<file path="src/logic/dmc_cfg.svh">
`ifndef DMC_CFG_SVH
`define DMC_CFG_SVH

// DFI data path
`define DMC_DFI_DATA_W 16
`define DMC_BURST_LEN 4

// Address geometry
`define DMC_COL_W 10
`define DMC_BANK_W 3
`define DMC_ROW_W 14

`define DMC_QUEUE_DEPTH 4

// DRAM timings in DFI clock cycles
`define DMC_TRP 3
`define DMC_TRCD 3
`define DMC_TRAS 6
`define DMC_TRC 9
`define DMC_TRFC 10
`define DMC_TMRD 2
`define DMC_TWR 3
`define DMC_TWTR 2
`define DMC_TRTP 2
`define DMC_TRRD 2
`define DMC_TCAS 3

`define DMC_TREFI 400

`endif

</file>
<file path="src/logic/dmc_pkg.sv">
`include "dmc_cfg.svh"

package dmc_pkg;

  // {cs_n, ras_n, cas_n, we_n}
  typedef enum logic [3:0] {
    LMR      = 4'b0000,
    REF      = 4'b0001,
    PRE      = 4'b0010,
    ACT      = 4'b0011,
    WRITE    = 4'b0100,
    READ     = 4'b0101,
    NOP      = 4'b0111,
    DESELECT = 4'b1111
  } dfi_cmd_e;

  typedef enum logic {
    WR = 1'b0,
    RD = 1'b1
  } app_cmd_e;

  typedef logic [`DMC_BANK_W-1:0] bank_t;
  typedef logic [`DMC_ROW_W-1:0]  row_t;
  typedef logic [`DMC_COL_W-1:0]  col_t;

  typedef struct packed {
    row_t  row;
    bank_t bank;
    col_t  col;
  } app_addr_t;

  typedef logic [15:0]                  dfi_addr_t;
  typedef logic [`DMC_DFI_DATA_W-1:0]   dfi_data_t;
  typedef logic [`DMC_DFI_DATA_W/8-1:0] dfi_mask_t;

  // Beat 0 sits in the low bits and goes out first
  typedef dfi_data_t [`DMC_BURST_LEN-1:0] data_burst_t;
  typedef dfi_mask_t [`DMC_BURST_LEN-1:0] mask_burst_t;

  typedef struct packed {
    dfi_cmd_e  cmd;
    bank_t     bank;
    dfi_addr_t addr;
  } dfi_cmd_s;

  typedef struct packed {
    dfi_cmd_s    dfi;
    data_burst_t wdata;
    mask_burst_t wmask;
  } dmc_entry_s;

  // A10 high on PRE closes every bank
  localparam dfi_addr_t PRE_ALL_ADDR = 16'h0400;

endpackage

</file>
<file path="src/logic/dmc_cmd_fsm.sv">
`timescale 1ns/10ps
`include "dmc_cfg.svh"

module dmc_cmd_fsm (
  input  logic                 dfi_clk_i,
  input  logic                 dfi_clk_sync_rst_i,
  input  logic                 app_en_i,
  input  dmc_pkg::app_cmd_e    app_cmd_i,
  input  dmc_pkg::app_addr_t   app_addr_i,
  input  dmc_pkg::data_burst_t app_wdf_data_i,
  input  dmc_pkg::mask_burst_t app_wdf_mask_i,
  input  logic                 not_full_i,
  output logic                 app_rdy_o,
  output logic                 init_calib_complete_o,
  output logic                 push_o,
  output dmc_pkg::dmc_entry_s  entry_o
);

  import dmc_pkg::*;

  typedef enum logic [1:0] {IDLE, INIT, REFR, LDST} state_e;

  localparam int REFI_W    = $clog2(`DMC_TREFI + 1);
  localparam int NUM_BANKS = 1 << `DMC_BANK_W;

  state_e               state_q;
  logic [1:0]           step_q;
  logic [REFI_W-1:0]    refi_cnt;
  logic                 refr_req;
  logic                 accept;
  logic                 last_step;
  app_cmd_e             req_cmd;
  app_addr_t            req_addr;
  data_burst_t          req_data;
  mask_burst_t          req_mask;
  logic [NUM_BANKS-1:0] open_bank;
  row_t                 open_row [NUM_BANKS];

  assign app_rdy_o = init_calib_complete_o && state_q == IDLE && !refr_req;
  assign accept    = app_en_i && app_rdy_o;
  assign push_o    = state_q != IDLE && not_full_i;
  assign last_step = push_o && step_q == 2'd0;

  // Steps count down and the last push of a sequence returns to IDLE
  always_ff @(posedge dfi_clk_i) begin
    if (dfi_clk_sync_rst_i) begin
      state_q <= IDLE;
      step_q  <= '0;
    end else begin
      case (state_q)
        IDLE: begin
          if (!init_calib_complete_o) begin
            state_q <= INIT;
            step_q  <= 2'd3;
          end else if (refr_req) begin
            state_q <= REFR;
            step_q  <= (|open_bank) ? 2'd1 : 2'd0;
          end else if (accept) begin
            state_q <= LDST;
            if (!open_bank[app_addr_i.bank])
              step_q <= 2'd1;
            else if (open_row[app_addr_i.bank] == app_addr_i.row)
              step_q <= 2'd0;
            else
              step_q <= 2'd2;
          end
        end
        default: begin
          if (last_step)
            state_q <= IDLE;
          else if (push_o)
            step_q <= step_q - 1'b1;
        end
      endcase
    end
  end

  always_ff @(posedge dfi_clk_i) begin
    if (dfi_clk_sync_rst_i)
      init_calib_complete_o <= 1'b0;
    else if (state_q == INIT && last_step)
      init_calib_complete_o <= 1'b1;
  end

  always_ff @(posedge dfi_clk_i) begin
    if (dfi_clk_sync_rst_i) begin
      refi_cnt <= '0;
      refr_req <= 1'b0;
    end else if (init_calib_complete_o) begin
      if (state_q == REFR && last_step)
        refr_req <= 1'b0;
      // A new interval wins over a clear in the same cycle
      if (refi_cnt == REFI_W'(`DMC_TREFI)) begin
        refi_cnt <= '0;
        refr_req <= 1'b1;
      end else begin
        refi_cnt <= refi_cnt + 1'b1;
      end
    end
  end

  always_ff @(posedge dfi_clk_i) begin
    if (accept) begin
      req_cmd  <= app_cmd_i;
      req_addr <= app_addr_i;
      req_data <= app_wdf_data_i;
      req_mask <= app_wdf_mask_i;
    end
  end

  always_comb begin
    entry_o         = '0;
    entry_o.dfi.cmd = DESELECT;
    entry_o.wdata   = req_data;
    entry_o.wmask   = req_mask;
    case (state_q)
      INIT: begin
        case (step_q)
          2'd3: begin
            entry_o.dfi.cmd  = PRE;
            entry_o.dfi.addr = PRE_ALL_ADDR;
          end
          2'd2, 2'd1:
            entry_o.dfi.cmd = REF;
          default: begin
            // CAS latency in A[7:4], burst code in A[3:0]
            entry_o.dfi.cmd  = LMR;
            entry_o.dfi.addr = {8'h0, 4'(`DMC_TCAS), 4'($clog2(`DMC_BURST_LEN * 2))};
          end
        endcase
      end
      REFR: begin
        if (step_q == 2'd1) begin
          entry_o.dfi.cmd  = PRE;
          entry_o.dfi.addr = PRE_ALL_ADDR;
        end else begin
          entry_o.dfi.cmd = REF;
        end
      end
      LDST: begin
        entry_o.dfi.bank = req_addr.bank;
        case (step_q)
          2'd2:
            entry_o.dfi.cmd = PRE;
          2'd1: begin
            entry_o.dfi.cmd  = ACT;
            entry_o.dfi.addr = dfi_addr_t'(req_addr.row);
          end
          default: begin
            entry_o.dfi.cmd  = (req_cmd == RD) ? READ : WRITE;
            entry_o.dfi.addr = dfi_addr_t'(req_addr.col);
          end
        endcase
      end
      default: ;
    endcase
  end

  // Row state follows what is pushed, not what is issued
  always_ff @(posedge dfi_clk_i) begin
    if (dfi_clk_sync_rst_i) begin
      open_bank <= '0;
    end else if (push_o) begin
      case (entry_o.dfi.cmd)
        ACT:
          open_bank[entry_o.dfi.bank] <= 1'b1;
        PRE: begin
          if (entry_o.dfi.addr == PRE_ALL_ADDR)
            open_bank <= '0;
          else
            open_bank[entry_o.dfi.bank] <= 1'b0;
        end
        default: ;
      endcase
    end
  end

  always_ff @(posedge dfi_clk_i) begin
    if (push_o && entry_o.dfi.cmd == ACT)
      open_row[entry_o.dfi.bank] <= req_addr.row;
  end

  // A full queue stalls the sequence on its current step
  assert property (@(posedge dfi_clk_i) disable iff (dfi_clk_sync_rst_i)
    (state_q != IDLE && !not_full_i) |=> $stable({state_q, step_q}))
    else $error("sequence advanced while the queue was full");

endmodule

</file>
<file path="src/logic/dmc_cmd_queue.sv">
`timescale 1ns/10ps
`include "dmc_cfg.svh"

module dmc_cmd_queue (
  input  logic                dfi_clk_i,
  input  logic                dfi_clk_sync_rst_i,
  input  logic                push_i,
  input  dmc_pkg::dmc_entry_s entry_i,
  input  logic                pop_i,
  output logic                not_full_o,
  output logic                head_valid_o,
  output dmc_pkg::dmc_entry_s head_o
);

  import dmc_pkg::*;

  localparam int PTR_W = $clog2(`DMC_QUEUE_DEPTH);
  localparam int CNT_W = $clog2(`DMC_QUEUE_DEPTH + 1);

  dmc_entry_s       mem [`DMC_QUEUE_DEPTH];
  logic [PTR_W-1:0] wr_ptr;
  logic [PTR_W-1:0] rd_ptr;
  logic [CNT_W-1:0] count;

  assign head_o       = mem[rd_ptr];
  assign head_valid_o = count != '0;
  assign not_full_o   = count != CNT_W'(`DMC_QUEUE_DEPTH);

  always_ff @(posedge dfi_clk_i) begin
    if (push_i)
      mem[wr_ptr] <= entry_i;
  end

  always_ff @(posedge dfi_clk_i) begin
    if (dfi_clk_sync_rst_i) begin
      wr_ptr <= '0;
      rd_ptr <= '0;
      count  <= '0;
    end else begin
      if (push_i)
        wr_ptr <= (wr_ptr == PTR_W'(`DMC_QUEUE_DEPTH - 1)) ? '0 : wr_ptr + 1'b1;
      if (pop_i)
        rd_ptr <= (rd_ptr == PTR_W'(`DMC_QUEUE_DEPTH - 1)) ? '0 : rd_ptr + 1'b1;
      case ({push_i, pop_i})
        2'b10:   count <= count + 1'b1;
        2'b01:   count <= count - 1'b1;
        default: ;
      endcase
    end
  end

  assert property (@(posedge dfi_clk_i) disable iff (dfi_clk_sync_rst_i)
    pop_i |-> head_valid_o)
    else $error("issue stage popped an empty queue");

  assert property (@(posedge dfi_clk_i) disable iff (dfi_clk_sync_rst_i)
    push_i |-> not_full_o)
    else $error("FSM pushed into a full queue");

endmodule

</file>
<file path="src/logic/dmc_cmd_issue.sv">
`timescale 1ns/10ps
`include "dmc_cfg.svh"

module dmc_cmd_issue (
  input  logic               dfi_clk_i,
  input  logic               dfi_clk_sync_rst_i,
  input  logic               head_valid_i,
  input  dmc_pkg::dfi_cmd_s  head_i,
  output logic               pop_o,
  output logic               wr_start_o,
  output dmc_pkg::dfi_cmd_e  dfi_cmd_o,
  output dmc_pkg::bank_t     dfi_bank_o,
  output dmc_pkg::dfi_addr_t dfi_address_o,
  output logic               dfi_cke_o,
  output logic               dfi_rddata_en_o
);

  import dmc_pkg::*;

  localparam int TICK_W = 6;
  localparam int CAS_W  = $clog2(`DMC_TCAS + 1);
  localparam int BL_W   = $clog2(`DMC_BURST_LEN);
  // Write recovery runs from the last data beat on the DFI
  localparam int WR_REC = `DMC_BURST_LEN + 1 + `DMC_TWR;

  dfi_cmd_e          nxt;
  dfi_cmd_e          last_cmd;
  logic              timing_ok;
  logic              col_ok;
  logic              issue;
  logic [TICK_W-1:0] cmd_tick, act_tick, wr_tick, rd_tick;
  logic              cas_valid;
  logic [CAS_W-1:0]  cas_tick;
  logic [BL_W-1:0]   rburst_tick;

  // Cycles since the event, one in the cycle after it, saturating
  function automatic logic [TICK_W-1:0] tick_next(logic [TICK_W-1:0] t, logic clr);
    if (clr)
      return TICK_W'(1);
    return (&t) ? t : t + 1'b1;
  endfunction

  assign nxt        = head_i.cmd;
  assign col_ok     = wr_tick >= `DMC_BURST_LEN && rd_tick >= `DMC_BURST_LEN;
  assign issue      = dfi_cke_o && head_valid_i && timing_ok;
  assign pop_o      = issue;
  assign wr_start_o = issue && nxt == WRITE;

  always_comb begin
    timing_ok = 1'b1;
    case (last_cmd)
      PRE:     timing_ok = cmd_tick >= `DMC_TRP;
      REF:     timing_ok = cmd_tick >= `DMC_TRFC;
      LMR:     timing_ok = cmd_tick >= `DMC_TMRD;
      default: ;
    endcase
    case (nxt)
      ACT:
        timing_ok &= act_tick >= `DMC_TRRD && act_tick >= `DMC_TRC;
      PRE:
        timing_ok &= act_tick >= `DMC_TRAS && wr_tick >= WR_REC && rd_tick >= `DMC_TRTP;
      READ:
        timing_ok &= act_tick >= `DMC_TRCD && col_ok && wr_tick >= `DMC_TWTR;
      WRITE:
        timing_ok &= act_tick >= `DMC_TRCD && col_ok &&
                     rd_tick >= `DMC_TCAS + `DMC_BURST_LEN;
      default: ;
    endcase
  end

  always_ff @(posedge dfi_clk_i) begin
    if (dfi_clk_sync_rst_i) begin
      cmd_tick <= '1;
      act_tick <= '1;
      wr_tick  <= '1;
      rd_tick  <= '1;
      last_cmd <= NOP;
    end else begin
      cmd_tick <= tick_next(cmd_tick, issue);
      act_tick <= tick_next(act_tick, issue && nxt == ACT);
      wr_tick  <= tick_next(wr_tick, issue && nxt == WRITE);
      rd_tick  <= tick_next(rd_tick, issue && nxt == READ);
      if (issue)
        last_cmd <= nxt;
    end
  end

  always_ff @(posedge dfi_clk_i) begin
    if (dfi_clk_sync_rst_i) begin
      dfi_cmd_o <= DESELECT;
      dfi_cke_o <= 1'b0;
    end else begin
      dfi_cmd_o <= issue ? nxt : DESELECT;
      dfi_cke_o <= 1'b1;
    end
  end

  always_ff @(posedge dfi_clk_i) begin
    if (issue) begin
      dfi_bank_o    <= head_i.bank;
      dfi_address_o <= head_i.addr;
    end
  end

  // CAS countdown from the READ, then one enable per beat
  always_ff @(posedge dfi_clk_i) begin
    if (dfi_clk_sync_rst_i) begin
      cas_valid <= 1'b0;
      cas_tick  <= '0;
    end else if (issue && nxt == READ) begin
      cas_valid <= 1'b1;
      cas_tick  <= CAS_W'(`DMC_TCAS - 1);
    end else if (cas_valid) begin
      cas_tick <= cas_tick - 1'b1;
      if (cas_tick == '0)
        cas_valid <= 1'b0;
    end
  end

  always_ff @(posedge dfi_clk_i) begin
    if (dfi_clk_sync_rst_i) begin
      dfi_rddata_en_o <= 1'b0;
      rburst_tick     <= '0;
    end else if (cas_valid && cas_tick == '0) begin
      dfi_rddata_en_o <= 1'b1;
      rburst_tick     <= BL_W'(`DMC_BURST_LEN - 1);
    end else if (dfi_rddata_en_o) begin
      rburst_tick <= rburst_tick - 1'b1;
      if (rburst_tick == '0)
        dfi_rddata_en_o <= 1'b0;
    end
  end

endmodule

</file>
<file path="src/logic/dmc_burst_serializer.sv">
`timescale 1ns/10ps
`include "dmc_cfg.svh"

module dmc_burst_serializer #(
  parameter type beat_t = dmc_pkg::dfi_data_t
) (
  input  logic                       dfi_clk_i,
  input  logic                       dfi_clk_sync_rst_i,
  input  logic                       start_i,
  input  beat_t [`DMC_BURST_LEN-1:0] burst_i,
  output logic                       valid_o,
  output beat_t                      beat_o
);

  localparam int CNT_W = $clog2(`DMC_BURST_LEN);

  logic                       start_q;
  beat_t [`DMC_BURST_LEN-1:0] burst_q;
  beat_t [`DMC_BURST_LEN-1:0] shift_q;
  logic [CNT_W-1:0]           cnt;

  assign beat_o = shift_q[0];

  // Loading one cycle after start puts beat 0 two cycles after the WRITE
  always_ff @(posedge dfi_clk_i) begin
    if (dfi_clk_sync_rst_i) begin
      start_q <= 1'b0;
      valid_o <= 1'b0;
      cnt     <= '0;
    end else begin
      start_q <= start_i;
      if (start_q) begin
        valid_o <= 1'b1;
        cnt     <= CNT_W'(`DMC_BURST_LEN - 1);
      end else if (valid_o) begin
        cnt <= cnt - 1'b1;
        if (cnt == '0)
          valid_o <= 1'b0;
      end
    end
  end

  always_ff @(posedge dfi_clk_i) begin
    if (start_i)
      burst_q <= burst_i;
    if (start_q)
      shift_q <= burst_q;
    else if (valid_o)
      shift_q <= shift_q >> $bits(beat_t);
  end

  // Back to back bursts may only start in the last two beats of the one before
  assert property (@(posedge dfi_clk_i) disable iff (dfi_clk_sync_rst_i)
    start_i |-> !start_q && !(valid_o && cnt > 1))
    else $error("new burst started while the previous one was shifting");

endmodule

</file>
<file path="src/logic/dmc_rd_burst_collector.sv">
`timescale 1ns/10ps
`include "dmc_cfg.svh"

module dmc_rd_burst_collector (
  input  logic                 dfi_clk_i,
  input  logic                 dfi_clk_sync_rst_i,
  input  logic                 beat_valid_i,
  input  dmc_pkg::dfi_data_t   beat_i,
  output logic                 burst_valid_o,
  output dmc_pkg::data_burst_t burst_o
);

  localparam int CNT_W = $clog2(`DMC_BURST_LEN);

  logic [CNT_W-1:0] cnt;
  logic             last_beat;

  assign last_beat = cnt == CNT_W'(`DMC_BURST_LEN - 1);

  always_ff @(posedge dfi_clk_i) begin
    if (dfi_clk_sync_rst_i) begin
      cnt           <= '0;
      burst_valid_o <= 1'b0;
    end else begin
      burst_valid_o <= beat_valid_i && last_beat;
      if (beat_valid_i)
        cnt <= last_beat ? '0 : cnt + 1'b1;
    end
  end

  // Beats land in request order, slot 0 first
  always_ff @(posedge dfi_clk_i) begin
    if (beat_valid_i)
      burst_o[cnt] <= beat_i;
  end

endmodule

</file>
<file path="src/logic/dmc_controller.sv">
`timescale 1ns/10ps

module dmc_controller (
  input  logic                 dfi_clk_i,
  input  logic                 dfi_clk_sync_rst_i,
  input  logic                 app_en_i,
  input  dmc_pkg::app_cmd_e    app_cmd_i,
  input  dmc_pkg::app_addr_t   app_addr_i,
  input  dmc_pkg::data_burst_t app_wdf_data_i,
  input  dmc_pkg::mask_burst_t app_wdf_mask_i,
  output logic                 app_rdy_o,
  output logic                 app_rd_data_valid_o,
  output dmc_pkg::data_burst_t app_rd_data_o,
  output logic                 init_calib_complete_o,
  output dmc_pkg::dfi_cmd_e    dfi_cmd_o,
  output dmc_pkg::bank_t       dfi_bank_o,
  output dmc_pkg::dfi_addr_t   dfi_address_o,
  output logic                 dfi_cke_o,
  output logic                 dfi_wrdata_en_o,
  output dmc_pkg::dfi_data_t   dfi_wrdata_o,
  output dmc_pkg::dfi_mask_t   dfi_wrdata_mask_o,
  output logic                 dfi_rddata_en_o,
  input  dmc_pkg::dfi_data_t   dfi_rddata_i,
  input  logic                 dfi_rddata_valid_i
);

  import dmc_pkg::*;

  logic       push;
  logic       not_full;
  dmc_entry_s push_entry;
  logic       head_valid;
  dmc_entry_s head;
  logic       pop;
  logic       wr_start;

  dmc_cmd_fsm u_cmd_fsm (
    .dfi_clk_i             (dfi_clk_i),
    .dfi_clk_sync_rst_i    (dfi_clk_sync_rst_i),
    .app_en_i              (app_en_i),
    .app_cmd_i             (app_cmd_i),
    .app_addr_i            (app_addr_i),
    .app_wdf_data_i        (app_wdf_data_i),
    .app_wdf_mask_i        (app_wdf_mask_i),
    .not_full_i            (not_full),
    .app_rdy_o             (app_rdy_o),
    .init_calib_complete_o (init_calib_complete_o),
    .push_o                (push),
    .entry_o               (push_entry)
  );

  dmc_cmd_queue u_cmd_queue (
    .dfi_clk_i          (dfi_clk_i),
    .dfi_clk_sync_rst_i (dfi_clk_sync_rst_i),
    .push_i             (push),
    .entry_i            (push_entry),
    .pop_i              (pop),
    .not_full_o         (not_full),
    .head_valid_o       (head_valid),
    .head_o             (head)
  );

  dmc_cmd_issue u_cmd_issue (
    .dfi_clk_i          (dfi_clk_i),
    .dfi_clk_sync_rst_i (dfi_clk_sync_rst_i),
    .head_valid_i       (head_valid),
    .head_i             (head.dfi),
    .pop_o              (pop),
    .wr_start_o         (wr_start),
    .dfi_cmd_o          (dfi_cmd_o),
    .dfi_bank_o         (dfi_bank_o),
    .dfi_address_o      (dfi_address_o),
    .dfi_cke_o          (dfi_cke_o),
    .dfi_rddata_en_o    (dfi_rddata_en_o)
  );

  // Head burst is valid in the cycle the WRITE is issued
  dmc_burst_serializer #(.beat_t(dfi_data_t)) u_wdata_ser (
    .dfi_clk_i          (dfi_clk_i),
    .dfi_clk_sync_rst_i (dfi_clk_sync_rst_i),
    .start_i            (wr_start),
    .burst_i            (head.wdata),
    .valid_o            (dfi_wrdata_en_o),
    .beat_o             (dfi_wrdata_o)
  );

  dmc_burst_serializer #(.beat_t(dfi_mask_t)) u_wmask_ser (
    .dfi_clk_i          (dfi_clk_i),
    .dfi_clk_sync_rst_i (dfi_clk_sync_rst_i),
    .start_i            (wr_start),
    .burst_i            (head.wmask),
    .valid_o            (),
    .beat_o             (dfi_wrdata_mask_o)
  );

  dmc_rd_burst_collector u_rd_collector (
    .dfi_clk_i          (dfi_clk_i),
    .dfi_clk_sync_rst_i (dfi_clk_sync_rst_i),
    .beat_valid_i       (dfi_rddata_valid_i),
    .beat_i             (dfi_rddata_i),
    .burst_valid_o      (app_rd_data_valid_o),
    .burst_o            (app_rd_data_o)
  );

endmodule

</file>
<file path="config.mk">
export PLATFORM = sky130hd
export DESIGN_NAME = dmc_controller
export DESIGN_NICKNAME = d
export VERILOG_FILES = /design/src/logic/dmc_pkg.sv /design/src/logic/dmc_cmd_fsm.sv /design/src/logic/dmc_cmd_queue.sv /design/src/logic/dmc_cmd_issue.sv /design/src/logic/dmc_burst_serializer.sv /design/src/logic/dmc_rd_burst_collector.sv /design/src/logic/dmc_controller.sv
export VERILOG_INCLUDE_DIRS = /design/src /design/src/logic
export SDC_FILE = /design/constraint.sdc
export NUM_CORES = 1
export LEC_CHECK = 0
export ABC_AREA = 1
export ABC_CLOCK_PERIOD_IN_PS = 8740
export BUFFER_PORTS_ARGS = -buffer_cell sky130_fd_sc_hd__buf_2
export CORE_MARGIN = 2
export CORE_UTILIZATION = 30
export DETAILED_ROUTE_END_ITERATION = 16
export HOLD_SLACK_MARGIN = 0.08
export PLACE_DENSITY = 0.58
export SYNTH_ARGS = -nofsm -noshare
export SYNTH_HDL_FRONTEND = slang
export SYNTH_SLANG_ARGS = --single-unit
</file>
<file path="constraint.sdc">
create_clock -name dfi_clk_i -period 8.74 [get_ports dfi_clk_i]
set_input_delay 1.311 -clock dfi_clk_i [delete_from_list [all_inputs] [get_ports dfi_clk_i]]
set_output_delay 1.311 -clock dfi_clk_i [all_outputs]
set_load 0.02 [all_outputs]
</file>
==> impl_metrics.json <==
{
  "clkTransAtPathRegs_ps": 60,
  "cts_buffers": 94,
  "cp-endpoint": "u_cmd_issue.wr_tick[5]",
  "die_w_um": 338.9,
  "io_pins": 231,
  "grt_overflow": 0,
  "instances_no_fill": 4367,
  "cts_setup_buffers": 0,
  "first_global_vias": 18910,
  "nets": 2947,
  "initial_core_util_pct": 30.32,
  "post-place-cells": 4189,
  "synthTopCellsByArea": "edfxtp_1 72%, nand2_1 5.3%, dfxtp_1 4.8%",
  "synth_area_per_cell_um2": 13.07,
  "dp_hpwl_mm": 43.56,
  "rsz0062_at_grt": "false",
  "cts-resized-gates": 0,
  "worst_setup_path_end_kind": "flop",
  "setup_viol": 0,
  "ys_ff_latch": 890,
  "gp_congestion": 0.7552,
  "start_kind": "flop",
  "ff2ff_path_depth": 14,
  "hold_viol": 0,
  "skew_ps": 39.45,
  "grt_max_degree": 102,
  "worst_ep_required_time_ps": 9290,
  "first_iter_violations": 1616,
  "cts_tree": "done",
  "min_from": "u_cmd_issue.last_cmd[3]",
  "numClockSinks": 890,
  "clockRootBuffer": "clkbuf_16",
  "die-area_um2": 114900,
  "synth_top_area_cell": "edfxtp_1",
  "ir_drop_uv": 175.3,
  "slew_headroom_pct": 21.46,
  "wl_per_cell_um": 17.70,
  "timing.fmax_mhz": 236.9,
  "cts-htree-levels": 3,
  "rows": 122,
  "seq_area_frac_synth_pct": 77.01,
  "post_drt_via_cell_ratio": 4.493,
  "fp.dieH_um": 338.9,
  "grt_pass1_wl_mm": 115.5,
  "outcome": "completed",
  "fin_tns_setup_ps": 0,
  "place_area_um2": 36350,
  "regArea_um2": 25930,
  "synthToLayoutAreaGrowth_pct": 17.62,
  "syn-cell-area_um2": 33650,
  "coreArea_um2": 111000,
  "ys_types": 47,
  "ant_nets": 0,
  "synth_top_cell_area_share_pct": 72.19,
  "clock_latency_ps": 670,
  "regToRegEndpoint": "u_cmd_issue.wr_tick[5]",
  "wirelength_mm": 77.32,
  "finalCriticalPeriod_ps": 4221,
  "powerDensity_nw_per_um2": 290.6,
  "fillers": 10660,
  "rrSetupSlack_ps": 4520,
  "fin_area_um2": 39580,
  "syn_inst": 2574,
  "maxCapViolCount": 0,
  "tightest_slew_ps": 1177,
  "finalHoldWorstSlack_ps": 453.1,
  "path_class": "flop to flop",
  "antenna_found_initial": 2,
  "post-route-drc-count": 0,
  "first_pass_iters": 6,
  "maxSlewViolCount": 0,
  "io_buffers": 228,
  "min_period_over_period_pct": 48.30,
  "vias": 19620,
  "leakage_nw": 14.46,
  "grt_util_all_layers_pct": 13.15,
  "ys_warn_count": 0,
  "path_max_fanout": 68,
  "final_util_pct": 35.67,
  "postCtsHoldBufs": 0,
  "hold_path.class": "flop to flop",
  "final_layout_size_suffix_gt1_share_pct": 15.22,
  "multi_input_area_um2": 6470,
  "arrival_ps": 4770,
  "ctsLongestPathBuffers": 3
}
logic make-up (layout without fill, tap and decap cells):
| family | count (synthesis) | in the layout | synth area share, % |
|---|---|---|---|
| flops | 890 | 890 | 77.01 |
| simple gates | 921 | 921 | 11.14 |
| other cells | 1 | 4 | 0.01114 |
| compound gates | 398 | 398 | 6.547 |
| xor+xnor | 7 | 7 | 0.1822 |
| buf+inv | 327 | 629 | 3.978 |
| fa+ha+maj | 30 | 30 | 1.138 |
Yosys cell counts, drive strengths merged:
| cell | count |
|---|---|
| edfxtp | 809 |
| nand2 | 472 |
| nor2 | 287 |
| o21ai | 228 |
| inv | 197 |
| nand3 | 123 |
| o22ai | 90 |
| clkbuf | 82 |
| dfxtp | 81 |
| a21oi | 50 |
| buf | 46 |
| ha | 29 |
| nor3 | 16 |
| nand4 | 7 |
| a22oi | 6 |
| nand3b | 6 |
| a22o | 5 |
| a211oi | 4 |
| nor3b | 4 |
| xor2 | 4 |
| a31oi | 3 |
| nor4 | 3 |
| o211ai | 3 |
| o31ai | 3 |
| or2 | 3 |
| xnor2 | 3 |
| clkinv | 2 |
| o21a | 2 |
| a21boi | 1 |
| a221oi | 1 |
| a32oi | 1 |
| conb | 1 |
| fa | 1 |
| o41ai | 1 |
worst max-delay path: stages, from the launching register on:
cell and delay, ps:
dfxtp_4 630, clkinv_2 500, buf_4 580, a21oi_1 280
a32oi_2 100, nand2_1 100, nor2_1 70, a21boi_2 180
nand2_4 110, nor2_4 80, buf_4 400, buf_4 680
nand2_1 170, o21ai_0 130, inv_1 50
placed cells by master, fill, tap and decap left out, types with 4 or more instances in the layout:
| cell | count |
|---|---|
| a211oi_1 | 4 |
| a21oi_1 | 49 |
| a22o_1 | 5 |
| a22oi_1 | 6 |
| buf_2 | 228 |
| buf_4 | 26 |
| bufinv_16 | 13 |
| clkbuf_1 | 12 |
| clkbuf_16 | 97 |
| clkinv_1 | 18 |
| clkinv_2 | 19 |
| clkinv_4 | 4 |
| clkinvlp_4 | 9 |
| dfxtp_1 | 78 |
| edfxtp_1 | 809 |
| ha_1 | 29 |
| inv_1 | 190 |
| inv_6 | 4 |
| nand2_1 | 471 |
| nand3_1 | 122 |
| nand3b_1 | 6 |
| nand4_1 | 7 |
| nor2_1 | 272 |
| nor2_2 | 8 |
| nor2_4 | 6 |
| nor3_1 | 14 |
| nor3b_1 | 4 |
| o21ai_0 | 225 |
| o22ai_1 | 89 |
| xor2_1 | 4 |
flip-flops by register name, indices dropped and copies added, names as in the netlist, 9 cells and up, named ones only:
signal                     count
u_cmd_queue.mem              372
u_cmd_fsm.open_row           112
u_cmd_fsm.entry_o             72
u_rd_collector.burst_o        64
u_wdata_ser.burst_q           64
u_wdata_ser.shift_q           48
u_cmd_fsm.req_addr            27
u_wdata_ser.beat_o            16
u_cmd_issue.dfi_address_o     14
u_cmd_fsm.refi_cnt             9
layout make-up:
cell class / instances / area share, %
sequential: 890 / 65.50
timing repair buffer: 254 / 3.376
multi-input combinational: 1358 / 16.35
inverter: 199 / 1.919
tap: 1488 / 4.704
clock buffer: 110 / 6.281
clock inverter: 66 / 1.865
antenna: 2 / 0.01264
how the worst min path moves through the flow:
stage               cells past startpoint                       to  slack, ps
finish                                  2  u_cmd_issue.last_cmd[3]        450
global route                            2       u_wmask_ser.cnt[1]        480
CTS                                     2  u_cmd_issue.last_cmd[3]        460
detailed placement                      2  u_cmd_issue.last_cmd[3]        440
global placement                        2  u_cmd_issue.last_cmd[3]        440
floorplan                               2  u_cmd_issue.last_cmd[3]        420
layer usage:
layer  track usage, %  vias up  share of wire, %
met5                0        -                 0
met4            4.167        0               2.6
met3            2.445      127               4.7
met2            21.67      443                47
met1            17.52     9557                45
li1                 -     9494                 -
where the power goes:
group / switching, W / leakage (nW) / internal [W]
Sequential: 0.000212 / 8.02 / 0.00533
Combinational: 0.00132 / 4.88 / 0.000501
Clock: 0.00170 / 1.56 / 0.00244
metrics by stage:
stage	power, W	setup WS, ps
final	0.01150	4519
after detailed placement	0.007483	4323
after floorplan	0.006868	2972
after global routing	0.01206	4050
after global placement	0.007466	4349
after CTS	0.01166	4345
(Power assumes the default switching activity.)
